<file path="src/hw/backend_pkg.sv">
package backend_pkg;

	// datapath and register file
	localparam int DATA_W   = 16;
	localparam int NUM_REGS = 8;
	localparam int REG_W    = 3;
	localparam int IMM_W    = 8;

	// reorder buffer, tag indexes an entry directly
	localparam int ROB_DEPTH = 8;
	localparam int TAG_W     = 3;

	// in-flight counters must reach ROB_DEPTH itself
	localparam int CNT_W = $clog2(ROB_DEPTH + 1);

	// queues and units
	localparam int INSTR_CREDITS = 4;
	localparam int ISSUE_DEPTH   = 4;
	localparam int MUL_STAGES    = 3;

	typedef enum logic [1:0] {
		OP_LI,
		OP_ADD,
		OP_SUB,
		OP_MUL
	} op_e;

	// decoded instruction from the front end, 19 bits
	typedef struct packed {
		op_e              op;
		logic [REG_W-1:0] rd;
		logic [REG_W-1:0] rs1;
		logic [REG_W-1:0] rs2;
		logic [IMM_W-1:0] imm;
	} micro_instr_t;

	// issue payload, operands already read at dispatch
	typedef struct packed {
		op_e               op;
		logic [TAG_W-1:0]  tag;
		logic [DATA_W-1:0] src1;
		logic [DATA_W-1:0] src2;
		logic [IMM_W-1:0]  imm;
	} exe_param_t;

endpackage

</file>
<file path="src/hw/issue_fifo.sv">
`timescale 1ns/1ps

module issue_fifo #(
	parameter type payload_t = logic [7:0],
	parameter int  DEPTH     = 4
) (
	input  logic     CLK,
	input  logic     i_arst_n,
	input  logic     i_push,
	input  payload_t i_data,
	input  logic     i_pop,
	output payload_t o_data,
	output logic     o_full,
	output logic     o_empty
);

	payload_t mem [DEPTH];
	logic [$clog2(DEPTH)-1:0] wr_ptr;
	logic [$clog2(DEPTH)-1:0] rd_ptr;
	logic [$clog2(DEPTH+1)-1:0] count;
	logic do_push;
	logic do_pop;

	assign do_push = i_push && !o_full;
	assign do_pop  = i_pop && !o_empty;

	always_ff @(posedge CLK or negedge i_arst_n) begin
		if (!i_arst_n) begin
			wr_ptr <= '0;
			rd_ptr <= '0;
			count  <= '0;
		end else begin
			if (do_push) begin
				wr_ptr <= (wr_ptr == DEPTH - 1) ? '0 : wr_ptr + 1'b1;
			end
			if (do_pop) begin
				rd_ptr <= (rd_ptr == DEPTH - 1) ? '0 : rd_ptr + 1'b1;
			end
			case ({do_push, do_pop})
				2'b10:   count <= count + 1'b1;
				2'b01:   count <= count - 1'b1;
				default: count <= count;
			endcase
		end
	end

	always_ff @(posedge CLK) begin
		if (do_push) begin
			mem[wr_ptr] <= i_data;
		end
	end

	// head is visible before the pop
	assign o_data  = mem[rd_ptr];
	assign o_full  = (count == DEPTH);
	assign o_empty = (count == 0);

endmodule

</file>
<file path="src/hw/reorder_buf.sv">
`timescale 1ns/1ps

module reorder_buf (
	input  logic                           CLK,
	input  logic                           i_arst_n,
	input  logic                           i_alloc,
	input  logic [backend_pkg::REG_W-1:0]  i_alloc_rd,
	output logic [backend_pkg::TAG_W-1:0]  o_alloc_tag,
	output logic                           o_full,
	input  logic                           i_alu_done,
	input  logic [backend_pkg::TAG_W-1:0]  i_alu_tag,
	input  logic [backend_pkg::DATA_W-1:0] i_alu_data,
	input  logic                           i_mul_done,
	input  logic [backend_pkg::TAG_W-1:0]  i_mul_tag,
	input  logic [backend_pkg::DATA_W-1:0] i_mul_data,
	input  logic                           i_retire,
	output logic                           o_head_done,
	output logic [backend_pkg::REG_W-1:0]  o_head_rd,
	output logic [backend_pkg::DATA_W-1:0] o_head_data
);

	import backend_pkg::*;

	logic [REG_W-1:0]  ent_rd   [ROB_DEPTH];
	logic [DATA_W-1:0] ent_data [ROB_DEPTH];
	logic [ROB_DEPTH-1:0] ent_done;
	logic [TAG_W-1:0] head;
	logic [TAG_W-1:0] tail;
	logic [CNT_W-1:0] count;

	// pointers wrap by overflow, depth is a power of two
	always_ff @(posedge CLK or negedge i_arst_n) begin
		if (!i_arst_n) begin
			head     <= '0;
			tail     <= '0;
			count    <= '0;
			ent_done <= '0;
		end else begin
			if (i_alloc) begin
				tail           <= tail + 1'b1;
				ent_done[tail] <= 1'b0;
			end
			// both units may finish in the same cycle
			if (i_alu_done) begin
				ent_done[i_alu_tag] <= 1'b1;
			end
			if (i_mul_done) begin
				ent_done[i_mul_tag] <= 1'b1;
			end
			if (i_retire) begin
				head           <= head + 1'b1;
				ent_done[head] <= 1'b0;
			end
			case ({i_alloc, i_retire})
				2'b10:   count <= count + 1'b1;
				2'b01:   count <= count - 1'b1;
				default: count <= count;
			endcase
		end
	end

	always_ff @(posedge CLK) begin
		if (i_alloc) begin
			ent_rd[tail] <= i_alloc_rd;
		end
		if (i_alu_done) begin
			ent_data[i_alu_tag] <= i_alu_data;
		end
		if (i_mul_done) begin
			ent_data[i_mul_tag] <= i_mul_data;
		end
	end

	assign o_alloc_tag = tail;
	assign o_full      = (count == ROB_DEPTH);
	assign o_head_done = ent_done[head];
	assign o_head_rd   = ent_rd[head];
	assign o_head_data = ent_data[head];

endmodule

</file>
<file path="src/hw/reg_file.sv">
`timescale 1ns/1ps

module reg_file (
	input  logic                           CLK,
	input  logic                           i_arst_n,
	input  logic [backend_pkg::REG_W-1:0]  i_rs1,
	input  logic [backend_pkg::REG_W-1:0]  i_rs2,
	output logic [backend_pkg::DATA_W-1:0] o_rs1_data,
	output logic [backend_pkg::DATA_W-1:0] o_rs2_data,
	input  logic                           i_wr_en,
	input  logic [backend_pkg::REG_W-1:0]  i_wr_rd,
	input  logic [backend_pkg::DATA_W-1:0] i_wr_data
);

	import backend_pkg::*;

	logic [DATA_W-1:0] regs [NUM_REGS];

	// architectural state, only written at retirement
	always_ff @(posedge CLK or negedge i_arst_n) begin
		if (!i_arst_n) begin
			for (int i = 0; i < NUM_REGS; i++) begin
				regs[i] <= '0;
			end
		end else if (i_wr_en) begin
			regs[i_wr_rd] <= i_wr_data;
		end
	end

	// no bypass, scoreboard holds readers until the write lands
	assign o_rs1_data = regs[i_rs1];
	assign o_rs2_data = regs[i_rs2];

endmodule

</file>
<file path="src/hw/alu_unit.sv">
`timescale 1ns/1ps

module alu_unit (
	input  logic                           CLK,
	input  logic                           i_arst_n,
	input  logic                           i_valid,
	input  backend_pkg::exe_param_t        i_param,
	output logic                           o_done,
	output logic [backend_pkg::TAG_W-1:0]  o_tag,
	output logic [backend_pkg::DATA_W-1:0] o_data
);

	import backend_pkg::*;

	logic [DATA_W-1:0] res;

	// wraps modulo 2^16 by truncation
	always_comb begin
		case (i_param.op)
			OP_LI:   res = {{(DATA_W - IMM_W){1'b0}}, i_param.imm};
			OP_ADD:  res = i_param.src1 + i_param.src2;
			OP_SUB:  res = i_param.src1 - i_param.src2;
			default: res = '0;
		endcase
	end

	always_ff @(posedge CLK or negedge i_arst_n) begin
		if (!i_arst_n) begin
			o_done <= 1'b0;
		end else begin
			o_done <= i_valid;
		end
	end

	always_ff @(posedge CLK) begin
		if (i_valid) begin
			o_tag  <= i_param.tag;
			o_data <= res;
		end
	end

endmodule

</file>
<file path="src/hw/mul_unit.sv">
`timescale 1ns/1ps

module mul_unit (
	input  logic                           CLK,
	input  logic                           i_arst_n,
	input  logic                           i_valid,
	input  backend_pkg::exe_param_t        i_param,
	output logic                           o_done,
	output logic [backend_pkg::TAG_W-1:0]  o_tag,
	output logic [backend_pkg::DATA_W-1:0] o_data
);

	import backend_pkg::*;

	logic [MUL_STAGES-1:0] stg_vld;
	logic [TAG_W-1:0]  stg_tag  [MUL_STAGES];
	logic [DATA_W-1:0] stg_prod [MUL_STAGES];
	logic [DATA_W-1:0] prod_lo;

	// product wraps modulo 2^16 by truncation
	assign prod_lo = i_param.src1 * i_param.src2;

	always_ff @(posedge CLK or negedge i_arst_n) begin
		if (!i_arst_n) begin
			stg_vld <= '0;
		end else begin
			stg_vld <= {stg_vld[MUL_STAGES-2:0], i_valid};
		end
	end

	// stage one forms the product and later stages carry it with its tag
	always_ff @(posedge CLK) begin
		stg_tag[0]  <= i_param.tag;
		stg_prod[0] <= prod_lo;
		for (int s = 1; s < MUL_STAGES; s++) begin
			stg_tag[s]  <= stg_tag[s-1];
			stg_prod[s] <= stg_prod[s-1];
		end
	end

	assign o_done = stg_vld[MUL_STAGES-1];
	assign o_tag  = stg_tag[MUL_STAGES-1];
	assign o_data = stg_prod[MUL_STAGES-1];

endmodule

</file>
<file path="src/hw/backend_ctrl.sv">
`timescale 1ns/1ps

module backend_ctrl (
	input  logic                           CLK,
	input  logic                           i_arst_n,
	input  backend_pkg::micro_instr_t      i_head,
	input  logic                           i_instr_empty,
	output logic                           o_instr_pop,
	output logic                           o_instr_credit,
	input  logic                           i_rob_full,
	input  logic [backend_pkg::TAG_W-1:0]  i_alloc_tag,
	output logic                           o_rob_alloc,
	output logic                           o_alu_push,
	input  logic                           i_alu_full,
	output logic                           o_mul_push,
	input  logic                           i_mul_full,
	output backend_pkg::exe_param_t        o_exe_param,
	input  logic [backend_pkg::DATA_W-1:0] i_rs1_data,
	input  logic [backend_pkg::DATA_W-1:0] i_rs2_data,
	input  logic                           i_head_done,
	input  logic [backend_pkg::REG_W-1:0]  i_head_rd,
	input  logic [backend_pkg::DATA_W-1:0] i_head_data,
	output logic                           o_retire,
	output logic                           o_wr_en,
	output logic [backend_pkg::REG_W-1:0]  o_wr_rd,
	output logic [backend_pkg::DATA_W-1:0] o_wr_data,
	output logic                           o_commit_valid,
	output logic [backend_pkg::REG_W-1:0]  o_commit_rd,
	output logic [backend_pkg::DATA_W-1:0] o_commit_data
);

	import backend_pkg::*;

	// scoreboard, in-flight writers per register
	logic [CNT_W-1:0] pend [NUM_REGS];
	logic is_mul;
	logic uses_src;
	logic src_busy;
	logic tgt_full;
	logic dispatch;

	assign is_mul   = (i_head.op == OP_MUL);
	assign uses_src = (i_head.op != OP_LI);
	assign src_busy = uses_src && ((pend[i_head.rs1] != '0) || (pend[i_head.rs2] != '0));
	assign tgt_full = is_mul ? i_mul_full : i_alu_full;
	assign dispatch = !i_instr_empty && !i_rob_full && !tgt_full && !src_busy;

	assign o_instr_pop = dispatch;
	assign o_rob_alloc = dispatch;
	assign o_alu_push  = dispatch && !is_mul;
	assign o_mul_push  = dispatch && is_mul;

	// operands come straight from the register file this cycle
	always_comb begin
		o_exe_param.op   = i_head.op;
		o_exe_param.tag  = i_alloc_tag;
		o_exe_param.src1 = i_rs1_data;
		o_exe_param.src2 = i_rs2_data;
		o_exe_param.imm  = i_head.imm;
	end

	// in-order retirement, one per cycle
	assign o_retire  = i_head_done;
	assign o_wr_en   = o_retire;
	assign o_wr_rd   = i_head_rd;
	assign o_wr_data = i_head_data;

	always_ff @(posedge CLK or negedge i_arst_n) begin
		if (!i_arst_n) begin
			for (int r = 0; r < NUM_REGS; r++) begin
				pend[r] <= '0;
			end
		end else begin
			for (int r = 0; r < NUM_REGS; r++) begin
				// dispatch and retire of the same rd cancel out
				if (dispatch && (i_head.rd == r) && !(o_retire && (i_head_rd == r))) begin
					pend[r] <= pend[r] + 1'b1;
				end else if (o_retire && (i_head_rd == r) && !(dispatch && (i_head.rd == r))) begin
					pend[r] <= pend[r] - 1'b1;
				end
			end
		end
	end

	// credit goes back the cycle after the queue entry is freed
	always_ff @(posedge CLK or negedge i_arst_n) begin
		if (!i_arst_n) begin
			o_instr_credit <= 1'b0;
			o_commit_valid <= 1'b0;
		end else begin
			o_instr_credit <= o_instr_pop;
			o_commit_valid <= o_retire;
		end
	end

	always_ff @(posedge CLK) begin
		if (o_retire) begin
			o_commit_rd   <= i_head_rd;
			o_commit_data <= i_head_data;
		end
	end

endmodule

</file>
<file path="src/hw/backend.sv">
`timescale 1ns/1ps

module backend (
	input  logic                           CLK,
	input  logic                           i_arst_n,
	input  logic                           i_instr_valid,
	input  backend_pkg::micro_instr_t      i_instr,
	output logic                           o_instr_credit,
	output logic                           o_commit_valid,
	output logic [backend_pkg::REG_W-1:0]  o_commit_rd,
	output logic [backend_pkg::DATA_W-1:0] o_commit_data
);

	import backend_pkg::*;

	// instruction queue
	micro_instr_t instr_head;
	logic instr_pop;
	logic instr_empty;

	// dispatch to issue
	exe_param_t exe_param;
	exe_param_t alu_param;
	exe_param_t mul_param;
	logic alu_push;
	logic alu_full;
	logic alu_empty;
	logic mul_push;
	logic mul_full;
	logic mul_empty;

	// units pop whenever work is waiting
	wire alu_issue = !alu_empty;
	wire mul_issue = !mul_empty;

	// completion
	logic alu_done;
	logic [TAG_W-1:0] alu_tag;
	logic [DATA_W-1:0] alu_data;
	logic mul_done;
	logic [TAG_W-1:0] mul_tag;
	logic [DATA_W-1:0] mul_data;

	// reorder buffer and register file
	logic rob_alloc;
	logic rob_full;
	logic [TAG_W-1:0] alloc_tag;
	logic retire;
	logic head_done;
	logic [REG_W-1:0] head_rd;
	logic [DATA_W-1:0] head_data;
	logic [DATA_W-1:0] rs1_data;
	logic [DATA_W-1:0] rs2_data;
	logic wr_en;
	logic [REG_W-1:0] wr_rd;
	logic [DATA_W-1:0] wr_data;

	// front end never overruns thanks to credits, so full is not needed
	issue_fifo #(.payload_t(micro_instr_t), .DEPTH(INSTR_CREDITS)) instr_queue (
		.CLK(CLK), .i_arst_n(i_arst_n),
		.i_push(i_instr_valid), .i_data(i_instr),
		.i_pop(instr_pop), .o_data(instr_head),
		.o_full(), .o_empty(instr_empty)
	);

	issue_fifo #(.payload_t(exe_param_t), .DEPTH(ISSUE_DEPTH)) alu_queue (
		.CLK(CLK), .i_arst_n(i_arst_n),
		.i_push(alu_push), .i_data(exe_param),
		.i_pop(alu_issue), .o_data(alu_param),
		.o_full(alu_full), .o_empty(alu_empty)
	);

	issue_fifo #(.payload_t(exe_param_t), .DEPTH(ISSUE_DEPTH)) mul_queue (
		.CLK(CLK), .i_arst_n(i_arst_n),
		.i_push(mul_push), .i_data(exe_param),
		.i_pop(mul_issue), .o_data(mul_param),
		.o_full(mul_full), .o_empty(mul_empty)
	);

	alu_unit alu_inst (
		.CLK(CLK), .i_arst_n(i_arst_n),
		.i_valid(alu_issue), .i_param(alu_param),
		.o_done(alu_done), .o_tag(alu_tag), .o_data(alu_data)
	);

	mul_unit mul_inst (
		.CLK(CLK), .i_arst_n(i_arst_n),
		.i_valid(mul_issue), .i_param(mul_param),
		.o_done(mul_done), .o_tag(mul_tag), .o_data(mul_data)
	);

	reorder_buf rob_inst (
		.CLK(CLK), .i_arst_n(i_arst_n),
		.i_alloc(rob_alloc), .i_alloc_rd(instr_head.rd),
		.o_alloc_tag(alloc_tag), .o_full(rob_full),
		.i_alu_done(alu_done), .i_alu_tag(alu_tag), .i_alu_data(alu_data),
		.i_mul_done(mul_done), .i_mul_tag(mul_tag), .i_mul_data(mul_data),
		.i_retire(retire), .o_head_done(head_done),
		.o_head_rd(head_rd), .o_head_data(head_data)
	);

	reg_file rf_inst (
		.CLK(CLK), .i_arst_n(i_arst_n),
		.i_rs1(instr_head.rs1), .i_rs2(instr_head.rs2),
		.o_rs1_data(rs1_data), .o_rs2_data(rs2_data),
		.i_wr_en(wr_en), .i_wr_rd(wr_rd), .i_wr_data(wr_data)
	);

	backend_ctrl ctrl_inst (
		.CLK(CLK), .i_arst_n(i_arst_n),
		.i_head(instr_head), .i_instr_empty(instr_empty),
		.o_instr_pop(instr_pop), .o_instr_credit(o_instr_credit),
		.i_rob_full(rob_full), .i_alloc_tag(alloc_tag), .o_rob_alloc(rob_alloc),
		.o_alu_push(alu_push), .i_alu_full(alu_full),
		.o_mul_push(mul_push), .i_mul_full(mul_full),
		.o_exe_param(exe_param),
		.i_rs1_data(rs1_data), .i_rs2_data(rs2_data),
		.i_head_done(head_done), .i_head_rd(head_rd), .i_head_data(head_data),
		.o_retire(retire), .o_wr_en(wr_en), .o_wr_rd(wr_rd), .o_wr_data(wr_data),
		.o_commit_valid(o_commit_valid), .o_commit_rd(o_commit_rd),
		.o_commit_data(o_commit_data)
	);

endmodule

</file>
<file path="config.mk">
export PLATFORM = sky130hd
export DESIGN_NAME = backend
export DESIGN_NICKNAME = d
export VERILOG_FILES = /design/src/hw/backend_pkg.sv /design/src/hw/issue_fifo.sv /design/src/hw/reorder_buf.sv /design/src/hw/reg_file.sv /design/src/hw/alu_unit.sv /design/src/hw/mul_unit.sv /design/src/hw/backend_ctrl.sv /design/src/hw/backend.sv
export SDC_FILE = /design/constraint.sdc
export NUM_CORES = 2
export LEC_CHECK = 0
export ABC_AREA = 1
export BUFFER_PORTS_ARGS = -buffer_cell sky130_fd_sc_hd__buf_2
export CAP_MARGIN = 20
export CORE_MARGIN = 5
export CORE_UTILIZATION = 50
export DETAILED_ROUTE_END_ITERATION = 12
export PLACE_DENSITY = 0.65
export REMOVE_ABC_BUFFERS = 1
export SYNTH_ARGS = -nofsm -noshare
export SYNTH_HDL_FRONTEND = slang
export SYNTH_SLANG_ARGS = --single-unit
</file>
<file path="constraint.sdc">
create_clock -name CLK -period 8.15 [get_ports CLK]
set_input_delay 0 -clock CLK [delete_from_list [all_inputs] [get_ports CLK]]
set_output_delay 0 -clock CLK [all_outputs]
set_load 0.05 [all_outputs]
</file>
## After elaboration in Yosys (flattened, before gate mapping)

Memory sizes are Yosys's and may differ from the RTL's.
Cells that the tools add are included.

| storage, ports and cells | value |
|---|---|
| input bits | 22 |
| bits in read-only memories | 0 |
| latch bits | 0 |
| bits in writable memories | 645 |
| register bits | 243 |
| output and inout port bits | 21 |
| memories kept | 7 |
| logic and storage cells | 299 |

Memories:

| name | words | width | rd ports | clocked after memory_dff | write ports | RTL line | RTL |
|---|---|---|---|---|---|---|---|
| alu_queue.mem | 4 | 45 | 1 | 0 | 1 | issue_fifo.sv:17 | `payload_t mem [DEPTH];` |
| mul_queue.mem | 4 | 45 | 1 | 0 | 1 | issue_fifo.sv:17 |  |
| rob_inst.ent_data | 8 | 16 | 1 | 0 | 2 | reorder_buf.sv:25 | `logic [DATA_W-1:0] ent_data [ROB_DEPTH];` |
| instr_queue.mem | 4 | 19 | 1 | 0 | 1 | issue_fifo.sv:17 |  |
| mul_inst.stg_prod | 3 | 16 | 3 | 0 | 3 | mul_unit.sv:17 | `logic [DATA_W-1:0] stg_prod [MUL_STAGES];` |
| rob_inst.ent_rd | 8 | 3 | 1 | 0 | 1 | reorder_buf.sv:24 | `logic [REG_W-1:0] ent_rd [ROB_DEPTH];` |
| +1 memories | n/a | n/a | n/a | n/a | n/a | n/a |  |

| operators by class | value |
|---|---|
| shifts and indexed selects | 0 |
| order comparisons | 12 |
| multiply operators | 1 |
| muxes and demuxes | 69 |
| reductions and logical operators | 95 |
| div/mod/pow operators | 0 |
| equal/unequal tests | 35 |
| bitwise operators | 9 |
| add/subtract/negate cells | 34 |

Operators by type and width:

| cell | count |
|---|---|
| 128-bit bitwise mux | 1 |
| 16-bit binary-select mux with 3-bit select | 2 |
| 16-bit two-way mux | 5 |
| 4-bit two-way mux | 20 |
| 16-bit demux with 3-bit select | 1 |
| 16-bit case mux with 3 select lines | 1 |
| 1-bit logical AND | 47 |
| 4-bit by 1-bit adder with 4-bit output, second input constant | 9 |
| 4-bit by 1-bit subtractor with 4-bit output, second input constant | 9 |
| 3-bit == test, second input constant | 11 |
| 8-bit two-way mux | 4 |
| 1-bit zero test | 26 |
| 2-bit nonzero test | 13 |
| 4-bit binary-select mux with 3-bit select | 2 |
| 2-bit == test, second input constant | 12 |
| 1-bit two-way mux | 18 |
| 3-bit case mux with 2 select lines | 3 |
| 16-bit adder | 1 |
| 8-bit AND | 2 |
| 3-bit by 4-bit < comparator with 1-bit output, second input constant | 4 |
| 16-bit by 16-bit multiplier with 16-bit output | 1 |
| 8-bit NOT | 2 |
| 8-bit OR | 2 |
| 16-bit subtractor | 1 |
| other kinds (19) | 58 |

## Depth between registers and ports, before layout

An unclocked memory read counts as a cell.

| depth | value |
|---|---|
| depth in word-level cells | 17 |
| mapped depth | 33 |

## By module

Synthesis repeated with hierarchy kept, for this count alone.

| second synthesis, totals | value |
|---|---|
| cell total of the unflattened synthesis | 4,981 |
| area, all modules | 46,578.4 µm² |

Modules (own cells, without submodules):

| module | cells an instance | seq. area each (µm²) | area each (µm²) | instances |
|---|---|---|---|---|
| issue_fifo (alu_queue ...) | 585 | 5,580.4 | 7,713.6 | 2 |
| reorder_buf | 917 | 5,014.8 | 8,553.2 | 1 |
| reg_file | 1,165 | 3,203.1 | 7,489.7 | 1 |
| mul_unit | 730 | 1,216.2 | 5,746.8 | 1 |
| backend_ctrl | 406 | 1,421.4 | 3,646.0 | 1 |
| issue_fifo (instr_queue) | 282 | 2,457.4 | 3,588.4 | 1 |
| alu_unit | 309 | 595.6 | 2,119.5 | 1 |
| backend | 2 | 0.0 | 7.5 | 1 |

## Worst setup path after synthesis

No wires, ideal clock.

| path | value |
|---|---|
| path type | register -> register |
| start point | register mul_queue.rd_ptr[1] |
| end point | memory mul_inst.stg_prod[0][15] |
| stages on the path, launching flop included | 28 |
| arrival | 5.537 ns |
| clock period less this slack | 5.646 ns |
| path buffers | 3 |
| setup slack | 2.504 ns |
| setup time | 0.109 ns |
| cells stage by stage | dfrtp_1 buf_2 inv_2 buf_4 buf_4 a21oi_1 a32oi_1 nand2_1 fa_1 fa_1 inv_1 fa_1 inv_1 fa_1 inv_1 fa_1 fa_1 ha_1 nand2_1 nor2_1 nand2_1 o211ai_1 a31oi_1 nand3b_1 nand2_1 nand2_1 nand2_1 inv_1 |

RTL lines:

| item | RTL line | RTL |
|---|---|---|
| start, declared | issue_fifo.sv:19 | `logic [$clog2(DEPTH)-1:0] rd_ptr;` |
| start signal, assigned | issue_fifo.sv:37 | `rd_ptr <= (rd_ptr == DEPTH - 1) ? '0 : rd_ptr + 1'b1;` |
| end, declared | mul_unit.sv:17 |  |

==> results by group <==
Logic synthesis
  – Post-synth top cells: nand2_1 (951), edfxtp_1 (586), o21ai_0 (562), nor2_1 (477), inv_1 (430)
  – Top post-synthesis cells by area: edfxtp_1 (42%), dfrtp_1 (12%), nand2_1 (8.6%)
  – Post-synthesis instance total: 4251
  – Synth Flop Type: edfxtp_1
  – Compound-Gate Fraction of Synth Area: 0.118
  – Post-synth EDFFs: 586
  – Sequential area share after synthesis: 0.576
  – Largest area contributor in the netlist: edfxtp_1
  – Post-synth ARST share: 0.242
  – Yosys synthesis warning count: 0
  – Largest family of logic cells by synthesized area: simple AND/OR/NAND/NOR gates
  – Post-Synth Simple-Gate Area: 0.151
  – Mux contribution to synthesized area: 0
  – Post-synthesis register bit count: 848
  – Cell area after synthesis: 41400 um^2
  – Synth top area share: 0.425
  – Synth Area in Adders: 0.0796
  – Mean post-synth cell area: 9.75 um^2
  – Most frequent cell after synthesis: nand2_1
  – Synth cell types: slightly above 50
  – Post-Synth XOR/XNOR Area: 0.0142

Die
  – Core Area: 82100 um^2
  – Die X: just under 300 um
  – Row count: 105
  – Initial Util: 0.505
  – Die height: 298 um
  – IO Count: 43
  – Full die area: 88800 um^2

Global route
  – Total GRT Usage: 0.236
  – Initial antenna violation count: 2
  – Vias in the first global route: approximately 29000
  – First-pass GRT wire length: roughly 160 mm
  – GRT overflow: 0
  – Pin count of the biggest net entering global routing: 81

Clock network
  – Total clock sinks: 848
  – Cts-stage hold buffer count: 23
  – CTS tree: yes
  – Root buf cell: clkbuf_16
  – Postcts setup bufs: 0
  – Clock tree buffer depth: 3
  – Clk_lat worst skew: 0.65 ns
  – Max H-tree Level: 3
  – CTS resizes: 0
  – Num CTS Buffers: 90
  – CTS clk-pin slew, worst paths: 0.06 ns

Setup path
  – Most used cell, CP: nand2_1
  – CP bufs+invs: 7
  – Crit Path Max Fanout: 29
  – Family with the most delay on the worst path: adder cells
  – Crit path required time: ~8.7 ns
  – Worst setup EP type: register
  – Critical-path top delay cell: fa_1
  – Startpoint types: register
  – Critical path class: register to register
  – CP arrival: 7.05 ns
  – Crit-path max cell delay: 0.56 ns

Timing
  – Fin. Hold Viols: 0
  – Pins Over Slew Limit: 0
  – Setup Skew: approximately 0.021 ns
  – Worst-Margin Slew: 1.13 ns
  – PnR worst setup slack: around 1.6 ns
  – Fmax: 0.153 GHz
  – Setup TNS: 0 ns
  – Tcrit/Tclk final: 0.800
  – RSZ-0062 raised after global routing: no
  – Max_slew headroom: 0.242
  – Finish-stage setup viols: 0
  – Clock period minus worst slack: approximately 6.5 ns

Cells and area
  – Area growth syn-to-layout: 11.3%
  – # fillers: ~7000
  – Ant diodes: 0
  – Layout net count: 4529
  – Share of layout cells above drive strength 1: 0.0736

Worst hold path
  – Hold Path Class: primary input to register

Routing
  – First-pass iteration count of the detailed router: 5
  – Final ANT Viol Nets: 0
  – Number of DRC markers in iteration 0: about 2700
  – Vias: a little under 30000
  – Vias/cell: 5.48
  – Overall routed net length: 106 mm
  – Number of remaining DRC errors: 0
  – Drt wl/cell: roughly 19 um

Placement
  – Hpwl dp: 68.2 mm
  – Port buffer count: 42
  – Pre-CTS WS: 1.67 ns
  – Gpl congestion: 0.928

Job
  – Max_cap viols: 0

Run status
  – Status: finished clean
[cells in the final DEF, fill, tap and decap left out, drive strengths merged, types with 6 or more instances in the layout]
| master | netlist | routed |
|---|---|---|
| inv | 443 | 449 |
| dfxtp | 57 | 57 |
| dfrtp | 205 | 205 |
| clkinv | 1 | 27 |
| nand2 | 965 | 965 |
| o2111ai | 16 | 16 |
| xnor2 | 39 | 39 |
| a21oi | 199 | 199 |
| a21o | 8 | 8 |
| edfxtp | 586 | 586 |
| o22a | 6 | 6 |
| nor2 | 482 | 482 |
| o211ai | 10 | 10 |
| o21ai | 569 | 569 |
| o22ai | 36 | 36 |
| a32oi | 7 | 7 |
| a31oi | 35 | 35 |
| a32o | 6 | 6 |
| nand4 | 6 | 6 |
| nor3 | 11 | 11 |
| buf | 82 | 118 |
| nand3 | 110 | 110 |
| clkbuf | 102 | 132 |
| ha | 115 | 115 |
| xor2 | 28 | 28 |
| dlygate4sd3 | 0 | 22 |
| fa | 93 | 93 |
[flip-flops by register name, indices dropped and copies added, names as in the netlist, 4 cells and up]
signal and flops:
alu_inst.o_data 16, alu_queue.mem 180, ctrl_inst.o_commit_data 16, ctrl_inst.pend 32
instr_queue.mem 76, mul_inst.stg_prod 48, mul_inst.stg_tag 9, mul_queue.mem 140
rf_inst.regs 128, rob_inst.count 4, rob_inst.ent_data 128, rob_inst.ent_done 8
rob_inst.ent_rd 24
[layer usage]
metal  part of all wire  track usage
met1               0.42        0.324
met2               0.47        0.386
met3              0.077       0.0403
met4              0.031       0.0763
met5                  0            0
[cell type report]
| cell class | count | area (um^2) | area share |
|---|---|---|---|
| multi-input combinational | 2775 | 15200 | 0.329 |
| inverter | 444 | 1670 | 0.0361 |
| timing repair buffer | 140 | 1050 | 0.0228 |
| sequential | 848 | 23900 | 0.518 |
| tap | 1070 | 1340 | 0.0290 |
| clock buffer | 132 | 2690 | 0.0583 |
| clock inverter | 38 | 339 | 0.00735 |
[through the flow]
stage / hold slack [ns] / utilization / area, um^2 / cells
after floorplan: -0.296 / - / 40600 / 4067
after global placement: 0.00700 / 0.521 / 42800 / 5252
after detailed placement: 0.0140 / 0.521 / 42800 / 5252
after CTS: 0.0684 / 0.561 / 46100 / 5445
after global routing: 0.105 / 0.562 / 46100 / 5447
final: 0.108 / 0.562 / 46100 / 5447
[kinds of logic (layout without fill, tap and decap cells)]
family,after synthesis,after routing
flip-flops,848,848
AO/OA/AOI/OAI,910,910
adder cells (fa/ha/maj),208,208
XOR/XNOR,67,67
buffers and inverters,628,754
AND/OR/NAND/NOR,1590,1590
[path summary, 6_finish.rpt]
kind | start | endpoint | slack, ns | cells after the start
max in group asynchronous | i_arst_n | rob_inst.head[0] | 6.66 | 4
max reg2reg | mul_queue.rd_ptr[0] | mul_inst.stg_prod[0][15] | 1.63 | 27
min | i_instr[14] | instr_queue.mem[3][14] | 0.11 | 2
max | mul_queue.rd_ptr[0] | mul_inst.stg_prod[0][15] | 1.63 | 27
min in group asynchronous | i_arst_n | ctrl_inst.pend[0] | 0.52 | 4
min reg2reg | mul_inst.stg_tag[0][1] | mul_inst.stg_tag[0][4] | 0.32 | 0
Power is left out: the tool's default activity adds up to more than one toggle a clock period on the data nets, which glitch-free logic cannot reach.
